### src/source/ib_params.svh
`ifndef IB_PARAMS_SVH
`define IB_PARAMS_SVH

// buffer geometry
`define IB_DEPTH 4
`define XLEN     32
`define PC_W     31           // pc[31:1] as bit 0 is always zero

// debug command type field
`define DBG_TYPE_GPR 2'd0
`define DBG_TYPE_CSR 2'd1
`define DBG_TYPE_MEM 2'd2     // abstract memory access served elsewhere

// debug-only fence reached through a csr write
`define DBG_FENCE_CSR 12'h7c4

// encoding fields
`define OPC_OP     7'h33
`define OPC_SYSTEM 7'h73
`define F3_OR      3'd6
`define F3_CSRRW   3'd1
`define F3_CSRRS   3'd2
`define REG_X0     5'd0

// or rd, rs1, x0
`define INST_R_OR(rd, rs1) {7'd0, `REG_X0, rs1, `F3_OR, rd, `OPC_OP}

// csr op with x0 as rd and rs1
`define INST_CSR(csr, f3) {csr, `REG_X0, f3, `REG_X0, `OPC_SYSTEM}

`endif

### src/source/ib_pkg.sv
`default_nettype none

`include "ib_params.svh"

package ib_pkg;

   // fault flags that ride along with each instruction
   typedef struct packed {
      logic icaf;             // access fault
      logic icaf_second;      // fault on the upper half of a 4B inst
      logic perr;             // icache parity error
      logic sbecc;
      logic dbecc;
   } ib_fault_t;

   // one buffer slot
   typedef struct packed {
      logic [`XLEN-1:0] instr;
      logic [`PC_W-1:0] pc;
      logic             pc4;  // 4B inst when set
      ib_fault_t        fault;
   } ib_entry_t;

   typedef struct packed {
      logic      valid;
      ib_entry_t entry;
   } fetch_pkt_t;

   // the debug address is a gpr number or a csr number
   typedef struct packed {
      logic [26:0] pad;
      logic [4:0]  regno;
   } dbg_gpr_view_t;

   typedef struct packed {
      logic [19:0] pad;
      logic [11:0] csrno;
   } dbg_csr_view_t;

   typedef union packed {
      dbg_gpr_view_t gpr;
      dbg_csr_view_t csr;
   } dbg_addr_u;

   typedef struct packed {
      logic      valid;
      logic      write;       // 1 write, 0 read
      logic [1:0] cmd_type;   // gpr, csr or mem
      dbg_addr_u addr;
   } dbg_cmd_t;

   // slot controls for one cycle
   typedef struct packed {
      logic [3:0] i0_wr;      // i0 lands in slot n
      logic [3:1] i1_wr;      // i1 lands in slot n
      logic [3:1] sh1;        // slot n moves to n-1
      logic [3:2] sh2;        // slot n moves to n-2
   } ib_sel_t;

endpackage

`default_nettype wire

### src/source/dbg_inst_gen.sv
`default_nettype none

`include "ib_params.svh"

module dbg_inst_gen (
   input  logic             clk,
   input  logic             rst_n,
   input  ib_pkg::dbg_cmd_t dbg_cmd,
   output logic             dbg_valid,
   output logic [`XLEN-1:0] dbg_instr,
   output logic             debug_wdata_rs1,
   output logic             debug_fence
);

   logic        is_gpr;
   logic        is_csr;
   logic        rd_gpr;
   logic        wr_gpr;
   logic        rd_csr;
   logic        wr_csr;
   logic        fence_in;
   logic [4:0]  dreg;
   logic [11:0] dcsr;

   // memory commands never enter the buffer
   assign dbg_valid = dbg_cmd.valid & (dbg_cmd.cmd_type != `DBG_TYPE_MEM);

   assign is_gpr = dbg_cmd.cmd_type == `DBG_TYPE_GPR;
   assign is_csr = dbg_cmd.cmd_type == `DBG_TYPE_CSR;

   assign rd_gpr = dbg_valid & ~dbg_cmd.write & is_gpr;
   assign wr_gpr = dbg_valid &  dbg_cmd.write & is_gpr;
   assign rd_csr = dbg_valid & ~dbg_cmd.write & is_csr;
   assign wr_csr = dbg_valid &  dbg_cmd.write & is_csr;

   assign dreg = dbg_cmd.addr.gpr.regno;
   assign dcsr = dbg_cmd.addr.csr.csrno;

   // reads put the source on rs1 via or/csrrs
   // writes take their data from rs1 in the next cycle
   assign dbg_instr =
      ({`XLEN{rd_gpr}} & `INST_R_OR(`REG_X0, dreg)) |   // or x0, reg, x0
      ({`XLEN{wr_gpr}} & `INST_R_OR(dreg, `REG_X0)) |   // or reg, x0, x0
      ({`XLEN{rd_csr}} & `INST_CSR(dcsr, `F3_CSRRS)) |  // csrrs x0, csr, x0
      ({`XLEN{wr_csr}} & `INST_CSR(dcsr, `F3_CSRRW));   // csrrw x0, csr, x0

   assign fence_in = wr_csr & (dcsr == `DBG_FENCE_CSR);

   // pipe is empty in halt, so the write reaches decode one cycle later
   always_ff @(posedge clk) begin
      if (!rst_n) begin
         debug_wdata_rs1 <= 1'b0;
         debug_fence     <= 1'b0;
      end else begin
         debug_wdata_rs1 <= wr_gpr | wr_csr;
         debug_fence     <= fence_in;
      end
   end

endmodule

`default_nettype wire

### src/source/ib_slot_array.sv
`default_nettype none

`include "ib_params.svh"

module ib_slot_array (
   input  logic              clk,
   input  logic              rst_n,
   input  ib_pkg::ib_sel_t   sel,
   input  ib_pkg::ib_entry_t i0_entry,
   input  ib_pkg::ib_entry_t i1_entry,
   input  logic              dbg_valid,
   input  logic [`XLEN-1:0]  dbg_instr,
   output ib_pkg::ib_entry_t dec_i0,
   output ib_pkg::ib_entry_t dec_i1
);

   ib_pkg::ib_entry_t    slot_q [`IB_DEPTH];
   ib_pkg::ib_entry_t    slot_d [`IB_DEPTH];
   ib_pkg::ib_entry_t    i0_head;         // i0 as seen by slot 0
   logic [`IB_DEPTH-1:0] wen;

   function automatic ib_pkg::ib_entry_t pick(input logic en, input ib_pkg::ib_entry_t e);
      return en ? e : '0;
   endfunction

   // debug commands replace only the instruction word
   always_comb begin
      i0_head = i0_entry;
      if (dbg_valid) begin
         i0_head.instr = dbg_instr;
      end
   end

   always_comb begin
      slot_d[0] = pick(sel.i0_wr[0], i0_head) |
                  pick(sel.sh1[1], slot_q[1]) |
                  pick(sel.sh2[2], slot_q[2]);
      slot_d[1] = pick(sel.i0_wr[1], i0_entry) |
                  pick(sel.i1_wr[1], i1_entry) |
                  pick(sel.sh1[2], slot_q[2]) |
                  pick(sel.sh2[3], slot_q[3]);
      slot_d[2] = pick(sel.i0_wr[2], i0_entry) |
                  pick(sel.i1_wr[2], i1_entry) |
                  pick(sel.sh1[3], slot_q[3]);
      slot_d[3] = pick(sel.i0_wr[3], i0_entry) |
                  pick(sel.i1_wr[3], i1_entry);
   end

   assign wen[0] = sel.i0_wr[0] | sel.sh1[1] | sel.sh2[2];
   assign wen[1] = sel.i0_wr[1] | sel.i1_wr[1] | sel.sh1[2] | sel.sh2[3];
   assign wen[2] = sel.i0_wr[2] | sel.i1_wr[2] | sel.sh1[3];
   assign wen[3] = sel.i0_wr[3] | sel.i1_wr[3];

   always_ff @(posedge clk) begin
      for (int i = 0; i < `IB_DEPTH; i++) begin
         if (!rst_n) begin
            slot_q[i] <= '0;
         end else if (wen[i]) begin
            slot_q[i] <= slot_d[i];
         end
      end
   end

   assign dec_i0 = slot_q[0];
   assign dec_i1 = slot_q[1];

   // the or-mux needs exclusive selects per slot
   a_one_src: assert property (@(posedge clk) disable iff (!rst_n)
      $onehot0({sel.i0_wr[0], sel.sh1[1], sel.sh2[2]}) &&
      $onehot0({sel.i0_wr[1], sel.i1_wr[1], sel.sh1[2], sel.sh2[3]}) &&
      $onehot0({sel.i0_wr[2], sel.i1_wr[2], sel.sh1[3]}) &&
      $onehot0({sel.i0_wr[3], sel.i1_wr[3]}))
      else $error("more than one source into a slot");

   // core is halted for debug, so slot 0 must be free to take the command
   a_dbg_head: assert property (@(posedge clk) disable iff (!rst_n)
      dbg_valid |-> sel.i0_wr[0])
      else $error("debug command while slot 0 occupied");

endmodule

`default_nettype wire

### src/source/ib_top.sv
`default_nettype none

`include "ib_params.svh"

module ib_top (
   input  logic                 clk,
   input  logic                 rst_n,
   input  logic                 flush,
   input  ib_pkg::fetch_pkt_t   i0_fetch,
   input  ib_pkg::fetch_pkt_t   i1_fetch,
   input  logic                 i0_decode,
   input  logic                 i1_decode,
   input  ib_pkg::dbg_cmd_t     dbg_cmd,
   output logic [`IB_DEPTH-1:0] ib_valid,
   output ib_pkg::ib_entry_t    dec_i0,
   output ib_pkg::ib_entry_t    dec_i1,
   output logic                 debug_wdata_rs1,
   output logic                 debug_fence
);

   ib_pkg::ib_sel_t  sel;         // per-cycle slot moves
   logic             dbg_valid;
   logic [`XLEN-1:0] dbg_instr;

   // valid bits, flush and room check
   ib_valid_ctl u_valid_ctl (
      .clk            (clk),
      .rst_n          (rst_n),
      .flush          (flush),
      .i0_fetch_valid (i0_fetch.valid),
      .i1_fetch_valid (i1_fetch.valid),
      .i0_decode      (i0_decode),
      .i1_decode      (i1_decode),
      .dbg_valid      (dbg_valid),
      .sel            (sel),
      .ib_valid       (ib_valid)
   );

   ib_slot_array u_slot_array (
      .clk       (clk),
      .rst_n     (rst_n),
      .sel       (sel),
      .i0_entry  (i0_fetch.entry),
      .i1_entry  (i1_fetch.entry),
      .dbg_valid (dbg_valid),
      .dbg_instr (dbg_instr),
      .dec_i0    (dec_i0),
      .dec_i1    (dec_i1)
   );

   // debug gpr/csr access becomes an instruction in slot 0
   dbg_inst_gen u_dbg_inst_gen (
      .clk             (clk),
      .rst_n           (rst_n),
      .dbg_cmd         (dbg_cmd),
      .dbg_valid       (dbg_valid),
      .dbg_instr       (dbg_instr),
      .debug_wdata_rs1 (debug_wdata_rs1),
      .debug_fence     (debug_fence)
   );

endmodule

`default_nettype wire

### src/source/ib_valid_ctl.sv
`default_nettype none

`include "ib_params.svh"

module ib_valid_ctl (
   input  logic                 clk,
   input  logic                 rst_n,
   input  logic                 flush,
   input  logic                 i0_fetch_valid,
   input  logic                 i1_fetch_valid,
   input  logic                 i0_decode,
   input  logic                 i1_decode,
   input  logic                 dbg_valid,
   output ib_pkg::ib_sel_t      sel,
   output logic [`IB_DEPTH-1:0] ib_valid
);

   logic                 flush_q;
   logic [`IB_DEPTH-1:0] ibval;
   logic [`IB_DEPTH-1:0] ibval_in;
   logic [`IB_DEPTH-1:0] ibval_wr;       // old valids plus this cycle's writes
   logic [`IB_DEPTH-1:0] shift_ibval;    // old valids after decode shift
   logic [`IB_DEPTH-1:0] i0_wen;
   logic [`IB_DEPTH-1:1] i1_wen;
   logic                 shift0;
   logic                 shift1;
   logic                 shift2;
   logic                 i0_take;
   logic                 i1_take;

   assign shift0 = ~i0_decode;
   assign shift1 = i0_decode & ~i1_decode;
   assign shift2 = i0_decode & i1_decode;

   // room check on the current state only
   assign i0_take = i0_fetch_valid & ~ibval[3] & ~flush_q;
   assign i1_take = i1_fetch_valid & ~ibval[2] & ~flush_q;

   // write positions in the unshifted frame for valid tracking
   assign i0_wen[0] = ~ibval[0] & (i0_take | dbg_valid);
   assign i0_wen[1] = ibval[0] & ~ibval[1] & i0_take;
   assign i0_wen[2] = ibval[1] & ~ibval[2] & i0_take;
   assign i0_wen[3] = ibval[2] & ~ibval[3] & i0_take;

   assign i1_wen[1] = ~ibval[0] & i1_take;
   assign i1_wen[2] = ibval[0] & ~ibval[1] & i1_take;
   assign i1_wen[3] = ibval[1] & ~ibval[2] & i1_take;

   assign ibval_wr = ibval | i0_wen | {i1_wen, 1'b0};

   assign ibval_in = (({`IB_DEPTH{shift0}} & ibval_wr) |
                      ({`IB_DEPTH{shift1}} & {1'b0, ibval_wr[3:1]}) |
                      ({`IB_DEPTH{shift2}} & {2'b0, ibval_wr[3:2]})) &
                     ~{`IB_DEPTH{flush_q}};

   assign shift_ibval = ({`IB_DEPTH{shift0}} & ibval) |
                        ({`IB_DEPTH{shift1}} & {1'b0, ibval[3:1]}) |
                        ({`IB_DEPTH{shift2}} & {2'b0, ibval[3:2]});

   // data moves put writes in the first free slot after the shift
   always_comb begin
      sel.i0_wr[0] = ~shift_ibval[0] & (i0_take | dbg_valid);
      sel.i0_wr[1] = shift_ibval[0] & ~shift_ibval[1] & i0_take;
      sel.i0_wr[2] = shift_ibval[1] & ~shift_ibval[2] & i0_take;
      sel.i0_wr[3] = shift_ibval[2] & ~shift_ibval[3] & i0_take;

      sel.i1_wr[1] = ~shift_ibval[0] & i1_take;
      sel.i1_wr[2] = shift_ibval[0] & ~shift_ibval[1] & i1_take;
      sel.i1_wr[3] = shift_ibval[1] & ~shift_ibval[2] & i1_take;

      sel.sh1[1] = shift1 & ibval[1];
      sel.sh1[2] = shift1 & ibval[2];
      sel.sh1[3] = shift1 & ibval[3];
      sel.sh2[2] = shift2 & ibval[2];
      sel.sh2[3] = shift2 & ibval[3];
   end

   always_ff @(posedge clk) begin
      if (!rst_n) begin
         flush_q <= 1'b0;
         ibval   <= '0;
      end else begin
         flush_q <= flush;
         ibval   <= ibval_in;
      end
   end

   assign ib_valid = ibval;

   // occupied slots always form a run from slot 0
   a_contig: assert property (@(posedge clk) disable iff (!rst_n)
      (ibval & (ibval + 1'b1)) == '0)
      else $error("ib valids not contiguous: %b", ibval);

   a_dec_order: assert property (@(posedge clk) disable iff (!rst_n)
      i1_decode |-> i0_decode)
      else $error("i1 decoded without i0");

   a_dec_full: assert property (@(posedge clk) disable iff (!rst_n)
      i0_decode |-> ibval[0] && (!i1_decode || ibval[1]))
      else $error("decode of an empty slot, valids %b", ibval);

endmodule

`default_nettype wire

### config.mk
export PLATFORM = sky130hd
export DESIGN_NAME = ib_top
export DESIGN_NICKNAME = d
export VERILOG_FILES = /design/src/source/ib_pkg.sv /design/src/source/dbg_inst_gen.sv /design/src/source/ib_slot_array.sv /design/src/source/ib_top.sv /design/src/source/ib_valid_ctl.sv
export VERILOG_INCLUDE_DIRS = /design/src /design/src/source
export SDC_FILE = /design/constraint.sdc
export NUM_CORES = 1
export LEC_CHECK = 0
export ABC_AREA = 1
export ABC_CLOCK_PERIOD_IN_PS = 5600
export BUFFER_PORTS_ARGS = -buffer_cell sky130_fd_sc_hd__buf_2
export CORE_MARGIN = 2
export CORE_UTILIZATION = 40
export DETAILED_ROUTE_END_ITERATION = 8
export SLEW_MARGIN = 15
export SYNTH_ARGS = -nofsm -noshare
export SYNTH_HDL_FRONTEND = slang
export SYNTH_HIERARCHICAL = 1
export SYNTH_SLANG_ARGS = --single-unit
### constraint.sdc
create_clock -name clk -period 5.6 [get_ports clk]
set_input_delay 0 -clock clk [delete_from_list [all_inputs] [get_ports clk]]
set_output_delay 0 -clock clk [all_outputs]
set_load 0.05 [all_outputs]
### Yosys cells after proc, flatten, opt, wreduce, memory -nomap -nowiden

Memory sizes are Yosys's and may differ from the RTL's.
Cells that the tools add are included.

* register bits: 7
* input bits: 181
* output and inout bits: 144
* bits in writable memories: 276
* logic and storage cells: 133
* memories: 1

Memories
* u_slot_array.slot_q: words 4, width 69, read ports 4, clocked after memory_dff 0, wr ports 4, RTL line ib_slot_array.sv:17 `` ib_pkg::ib_entry_t slot_q [`IB_DEPTH]; ``

* muxes and demuxes: 30
* bitwise operators: 94
* eq/ne operators: 3
* reductions and logical operators: 1

Operator list (number)
* $mux 69: 16
* $or 69x69->69: 8
* $or 32x32->32: 3
* $and 32x32->32: 2
* $and 1x1->1: 39
* $and 32x15->32: 1
* $and 32x20->32: 1
* $mux 32: 1
* $or 4x4->4: 6
* $or 1x1->1: 14
* $mux 1: 13
* $and 4x4->4: 3
* $eq 12x11->1 const B: 1
* $not 1->1: 12
* $and 4x2->4: 2
* $and 4x3->4: 2
* $not 4->4: 1
* $eq 2x1->1 const B: 1
* $logic_not 2->1: 1
* $ne 2x2->1 const B: 1

### Longest topological paths before layout

Gate-level depths: netlist of the first run.

* depth in word-level cells: 15
* depth in mapped cells: 15
* depth with buffers taken out: 12

### Cells and area by module

Netlist of the first run, hierarchy kept.

Modules (own cells, without submodules)
* ib_slot_array: cells an instance 2039, area each 15516.1 µm², instances 1
* ib_valid_ctl: cells an instance 76, area each 430.4 µm², instances 1
* dbg_inst_gen: cells an instance 74, area each 371.6 µm², instances 1

### Worst setup path after synthesis of the first run

No wires, ideal clock.

* path type: reg-to-reg
* start: register u_valid_ctl.ibval[2] (netlist: u_valid_ctl/ib_valid[2])
* end: memory u_slot_array/slot_q[1][0] (netlist bit), enable pin
* data arrival time: 3.353 ns
* stages on the path, launching flop included: 7
* setup slack: 1.208 ns
* buffers on the path: 1
* path through: dfxtp_1 > bufinv_8 > o221ai_1 > nor2_1 > buf_2 > nor2_4 > nand4_1

RTL lines
* start: declaration: RTL line ib_valid_ctl.sv:19 `` logic [`IB_DEPTH-1:0] ibval; ``
* start signal: assignment: RTL line ib_valid_ctl.sv:84 `ibval <= ibval_in;`
* end: declaration: RTL line ib_slot_array.sv:17

==> impl_metrics.csv, run 1 <==
group,metric,value,unit
critical_path,worstPathMaxFanout,38,
critical_path,cp_common_cell,"nand2_1",
detailed_routing,vias,16490,
die,start_util,40.79,%
die,die_area,0.04243,mm2
grt,first_global_vias,16380,
timing,hold_violations,0,
timing,grt_setup_unrepaired,"false",
layout,syn_to_final_growth,31.38,%
cts,cts.path.max_buffers,3,
critical_path,worst_setup_path_start_kind,"flip-flop",
place,placed_cells,2903,
power,power-per-cell-area,285.3,mW/mm2
layout,fin_nets,2827,
die,die_h,206.0,um
place,io_buffers,304,
job,max_cap_violations,0,
timing,skew,0.01680,ns
cts,tritoncts,"built",
critical_path,required,5.99,ns
grt,grt_max_degree,71,
critical_path,crit_slowest_cell,"nor2_4",
synthesis,synthArstFlopShare,0,%
worst_hold_path,hold_path.class,"input port to flip-flop",
timing,slew_headroom,23.96,%
cts,clk_pin_slew,0.06,ns
synthesis,synth_edf_count,276,
critical_path,path_buf_inv,3,
cts,clock_sinks,283,
detailed_routing,post-route-drc-count,0,
critical_path,critical_path.max_stage_delay,0.83,ns
layout,n_fill_cell,3774,
timing,period_share,69.59,%
critical_path,timing.critical_path.arrival,4.29,ns
grt,grt_usage,28.03,%
timing,slew_viol_final,0,
cts,cts_resized,0,
status,status,"finished, final reports clean",
synthesis,netlist.area_leader.share,50.79,%
synthesis,avgSynthCellArea,7.455,um2
timing,fin_crit,3.897,ns
detailed_routing,drtPass1Iterations,7,
synthesis,ys_top_cells_by_area,"edfxtp_1 (51%), nand2_1 (24%), nor2_1 (6.5%)",
cts,cts_buffers,36,
cts,htreeDepth,2,
die,rows,73,
synthesis,synth-seq-area-share,51.65,%
synthesis,ys_ff_latch,283,
detailed_routing,finalWirelength,60490,um
detailed_routing,drtIter0Drc,1550,
grt,grt.overflow.total,0,
place,dp_hpwl,31900,um
critical_path,end_kind,"flip-flop",
critical_path,critPathKind,"flip-flop to flip-flop",
power,p_leak,9.685,nW
power,ir_drop,0.2191,mV
layout,diodes,0,
grt,grt_antenna_before_repair,0,
layout,layout-drive-gt1-share,15.96,%
layout,seqCellArea,0.008428,mm2
power,p_total,0.006116,W
detailed_routing,via_per_inst,5.162,
cts,insertion_delay,0.55,ns
layout,stdcell_count,3194,
grt,grt_pass1_wl,90820,um
synthesis,synth_cells,2189,
timing,worst_pin_slew,1.141,ns
die,io_pins,325,
cts,cts_root_buf,"clkbuf_16",
synthesis,syn-cell-area,0.01632,mm2
detailed_routing,ant_nets,0,
layout,multi_input_area,0.006660,mm2
synthesis,ys_types,27,
place,place.gp.congestion,0.8244,
cts,postCtsSetupBuffers,0,
synthesis,yosys_warnings,6,
synthesis,yosysTopAreaCell,"edfxtp_1",
die,die_w,206.0,um
critical_path,cp_cell_sequence,"bufinv_8 -> o221ai_1 -> nand2_1 -> nor2_4 -> buf_4 -> nand2_1 -> nand2_1 -> a21oi_1 -> dlygate4sd3_1 -> nor2_1",
critical_path,crit_family,"buffers and inverters",
cts,holdBufCountCts,230,
die,fp.coreArea,0.04001,mm2
timing,fmax,256.6,MHz
detailed_routing,wl_per_cell,18.94,um
timing,finalSetupViolCount,0,
timing,timing.setup.tns,0,ns
synthesis,yosys_most_used_dff,"edfxtp_1",
## final cells by class
cell class / instances / share of cell area [%]
clock buffer: 40 / 4.471
sequential: 283 / 39.31
multi-input combinational: 1627 / 31.07
inverter: 141 / 2.545
tap: 525 / 3.064
clock inverter: 21 / 0.8404
timing repair buffer: 557 / 18.70
## synthesized netlist by cell type, types with 3 or more instances
cell type and n:
nand2_1 1056, nor2_1 281, edfxtp_1 276, a21oi_1 210, inv_1 127, buf_2 85, nand3_1 48, buf_4 21
clkbuf_1 21, inv_2 11, nor2_2 10, buf_6 9, dfxtp_1 7, nand2_2 5, nor2_4 4, nand4_1 3
## metal layers
layer  part of all wire (%)  routed length [um]  GRT usage (%)  vias to the layer above
met5                      0                   0              0                        -
met2                     48               28760          47.11                      926
met4                    2.7                1656          11.02                        0
li1                       -                   -              -                     7788
met3                    9.6                5829          4.872                      135
met1                     40               24250          35.93                     7639
## worst min-delay path: stages
cell	delay, ns
buf_2	0.11
inv_1	0.05
nor2_1	0.04
inv_1	0.04
nand2_1	0.04
nand3_1	0.07
a21oi_1	0.06
## power by group
| group | switching (W) | internal (W) | leakage [nW] |
|---|---|---|---|
| registers | 0.0000820 | 0.00251 | 3.01 |
| logic | 0.000900 | 0.000311 | 6.11 |
| clock network | 0.000949 | 0.00136 | 0.557 |
## final timing paths
path,slack [ns],cells after the start,start,end
setup reg to reg,1.70,10,u_valid_ctl/ib_valid[2],u_slot_array/slot_q[2][61]
hold reg to reg,0.59,2,u_slot_array/slot_q[3][0],u_slot_array/slot_q[2][0]
hold / removal,0.03,7,dbg_cmd[7],u_slot_array/slot_q[0][64]
setup / recovery,1.70,10,u_valid_ctl/ib_valid[2],u_slot_array/slot_q[2][61]
## state kept, by name, summed over array words and instances, names as in the netlist
register,flops
u_slot_array/slot_q,276
u_valid_ctl/ib_valid,4
u_dbg_inst_gen/debug_wdata_rs1,1
u_valid_ctl/flush_q,1
u_dbg_inst_gen/debug_fence,1
## metrics by stage
| stage | hold slack (ns) | setup slack [ns] | utilization [%] | cell area (um2) |
|---|---|---|---|---|
| after floorplan | 0.09345 | 1.208 | - | 16320 |
| after global placement | 0.1859 | 2.210 | 44.99 | 18000 |
| after detailed placement | 0.1899 | 2.175 | 44.99 | 18000 |
| after CTS | 0.001568 | 1.728 | 53.59 | 21440 |
| after global routing | 0.06090 | 1.477 | 53.59 | 21440 |
| final | 0.02514 | 1.703 | 53.59 | 21440 |
## cells by family after synthesis
kind of cell	synth area share, %
AOI/OAI and AO/OA	6.586
other	0.02298
DFF	51.65
and+or+nand+nor	33.51
buffers and inverters	8.227
## layout by cell type, fill, tap and decap left out, drive strengths merged, types with 4 or more instances in the layout
cell type,count
buf,327
clkinv,19
inv,138
nor2,295
bufinv,4
a21oi,210
edfxtp,276
dlygate4sd3,230
clkbuf,40
nand3,50
nand2,1063
dfxtp,7
Power figures use the tool's default switching activity.
==> run 2, diff against run 1 <==
ABC_AREA = 0   (was 1)
ABC_CLOCK_PERIOD_IN_PS = 3500   (was 5600)
clock period = 3.5 ns   (was 5.6 ns; I/O delays follow)
==> impl_metrics.csv, run 2 <==
group,metric,value,unit
status,status,"finished with violations",
status,failed_checks,"DRC",
power,clkPwrFrac,36.1,%
timing,holdWs,0.02816,ns
die,rows,69,
die,fp.coreArea,0.03548,mm2
synthesis,synth_cells,1180,
layout,layout_common_cells,"buf_2 (303), edfxtp_1 (276), dlygate4sd3_1 (214)",
place,io_buffers,304,
critical_path,end_kind,"flip-flop",
critical_path,timing.critical_path.arrival,3.64,ns
cts,clock_sinks,283,
timing,finalSetupViolCount,0,
worst_hold_path,hold_path.class,"input port to flip-flop",
layout,layout-drive-gt1-share,26.55,%
power,p_leak,6.811,nW
cts,htreeDepth,2,
timing,setup_slack,0.2086,ns
timing,period_share,94.04,%
layout,top_register,"u_slot_array/slot_q",
critical_path,r2r-start,"u_valid_ctl/ib_valid[2]",
synthesis,synth_common_cells,"edfxtp_1 (276), a22oi_1 (207), nor2_1 (152)",
cts,cts_buffers,34,
synthesis,yosys_warnings,6,
grt,grt_max_degree,70,
critical_path,rrSetupSlack,0.21,ns
cts,tritoncts,"built",
critical_path,critPathKind,"flip-flop to flip-flop",
grt,grt.overflow.total,0,
layout,fin_nets,1803,
grt,grt_antenna_before_repair,2,
synthesis,yosysTopAreaCell,"edfxtp_1",
synthesis,synthArstFlopShare,0,%
detailed_routing,via_per_inst,6.377,
timing,fmax,303.8,MHz
cts,cts_root_buf,"clkbuf_16",
grt,grt_pass1_wl,82800,um
timing,grt_setup_unrepaired,"false",
timing,skew,0.01209,ns
layout,layout_commonest_cell,"buf_2",
detailed_routing,ant_nets,0,
power,p_seq_share,44.9,%
synthesis,syn-cell-area,0.01437,mm2
synthesis,synth-seq-area-share,58.65,%
die,start_util,40.50,%
critical_path,crit_start,"u_valid_ctl/ib_valid[2]",
detailed_routing,wl_per_cell,26.13,um
critical_path,crit_path_end,"u_slot_array/slot_q[2][49]",
critical_path,worstPathMaxFanout,69,
timing,slew_viol_final,0,
place,place.gp.congestion,0.8372,
job,max_cap_violations,0,
power,switching_power,0.002722,W
detailed_routing,drtIter0Drc,2222,
timing,fin_crit,3.291,ns
synthesis,netlist.area_leader.share,57.68,%
place,dp_hpwl,28680,um
critical_path,required,3.85,ns
critical_path,worst_setup_path_start_kind,"flip-flop",
synthesis,avgSynthCellArea,12.18,um2
grt,grt_usage,28.27,%
synthesis,synth_edf_count,276,
timing,timing.setup.tns,0,ns
die,die_w,193.5,um
detailed_routing,post-route-drc-count,9,
synthesis,yosys_most_used_dff,"edfxtp_1",
detailed_routing,finalWirelength,55110,um
timing,slew_headroom,27.35,%
cts,holdBufCountCts,214,
synthesis,ys_ff_latch,283,
critical_path,reg2regPathDepth,8,
detailed_routing,vias,13450,
die,die_h,193.5,um
power,switching_share,29.64,%
critical_path,r2r-end,"u_slot_array/slot_q[2][49]",
place,place_ws,0.8278,ns
synthesis,yosysMostFrequentCell,"edfxtp_1",
die,die_area,0.03746,mm2
power,pwr-share-comb,19.0,%
power,intPower,0.006461,W
cts,cts_resized,0,
synthesis,ys_types,46,
layout,syn_to_final_growth,34.99,%
cts,postCtsSetupBuffers,0,
power,p_total,0.009182,W
grt,first_global_vias,13800,
die,io_pins,325,
layout,largest_reg_flops,276,
cts,insertion_delay,0.50,ns
power,ir_drop,0.3260,mV
timing,hold_violations,0,
cts,clk_pin_slew,0.06,ns
power,power-per-cell-area,473.4,mW/mm2
cts,cts.path.max_buffers,3,
synthesis,ys_top_cells_by_area,"edfxtp_1 (58%), a22oi_1 (11%), a222oi_1 (9.6%)",
detailed_routing,drtPass1Iterations,9,
timing,worst_pin_slew,1.090,ns
run 2: per-layer routing:
metal,vias to the layer above,routed length (um),global-route usage [%]
met5,-,0,0
met4,0,981,7.747
met3,84,6200,5.666
met2,943,26760,47.62
met1,6689,21170,37.17
li1,5733,-,-
run 2: cell type report:
class                   instances  area [um2]
well taps                     461       576.8
clock inverters                13       57.56
multi-input cells             749        5381
fillers                      3062       16080
flip-flops and latches        283        8428
clock buffers                  47       973.4
inverters                       6       22.52
diodes                          2       5.005
repair buffers                548        3954
run 2: power groups by stage:
stage               clock network [W]  registers (W)  logic [W]
CTS                           0.00338        0.00411    0.00173
finish                        0.00332        0.00412    0.00175
detailed placement                  0        0.00418    0.00154
global route                  0.00351        0.00414    0.00182
global placement                    0        0.00418    0.00153
floorplan                           0        0.00468   0.000479
run 2: worst min path at each step:
stage | startpoint | to | slack [ns] | cells past startpoint
2_1_floorplan | rst_n | u_valid_ctl/flush_q | 0.12 | 1
3_3_place_gp | flush | u_valid_ctl/flush_q | 0.25 | 2
3_5_place_dp | flush | u_valid_ctl/flush_q | 0.26 | 2
4_1_cts | i0_fetch[69] | u_valid_ctl/ib_valid[2] | 0.009 | 4
5_1_grt | i0_fetch[69] | u_valid_ctl/ib_valid[2] | 0.07 | 4
6_report | i0_fetch[69] | u_valid_ctl/ib_valid[2] | 0.03 | 4
run 2: worst max-delay path, cell delays in order (launching register included):
cell and delay (ns):
dfxtp_1 0.52, inv_1 0.18, nor3_1 0.19, a21oi_1 0.09, a211oi_4 0.27, buf_4 0.83, a222oi_1 0.27, dlygate4sd3_1 0.64
nor2_1 0.12
run 2: kinds of logic (layout without fill, tap and decap cells):
kind of cell / Yosys count / count (layout) / share of synthesized area, %
muxes: 33 / 33 / 2.577
AOI/OAI and AO/OA: 432 / 432 / 23.98
and+or+nand+nor: 282 / 282 / 9.874
other: 1 / 4 / 0.02610
DFF: 283 / 283 / 58.65
buffers and inverters: 149 / 614 / 4.893
run 2: metrics by stage:
| step | instance area [um2] | cells | util [%] |
|---|---|---|---|
| 2_1_floorplan | 14380 | 1181 | - |
| 3_3_place_gp | 16220 | 1833 | 45.71 |
| 3_5_place_dp | 16220 | 1833 | 45.71 |
| 4_1_cts | 19390 | 2107 | 54.66 |
| 5_1_grt | 19400 | 2108 | 54.66 |
| 6_report | 19400 | 2109 | 54.67 |
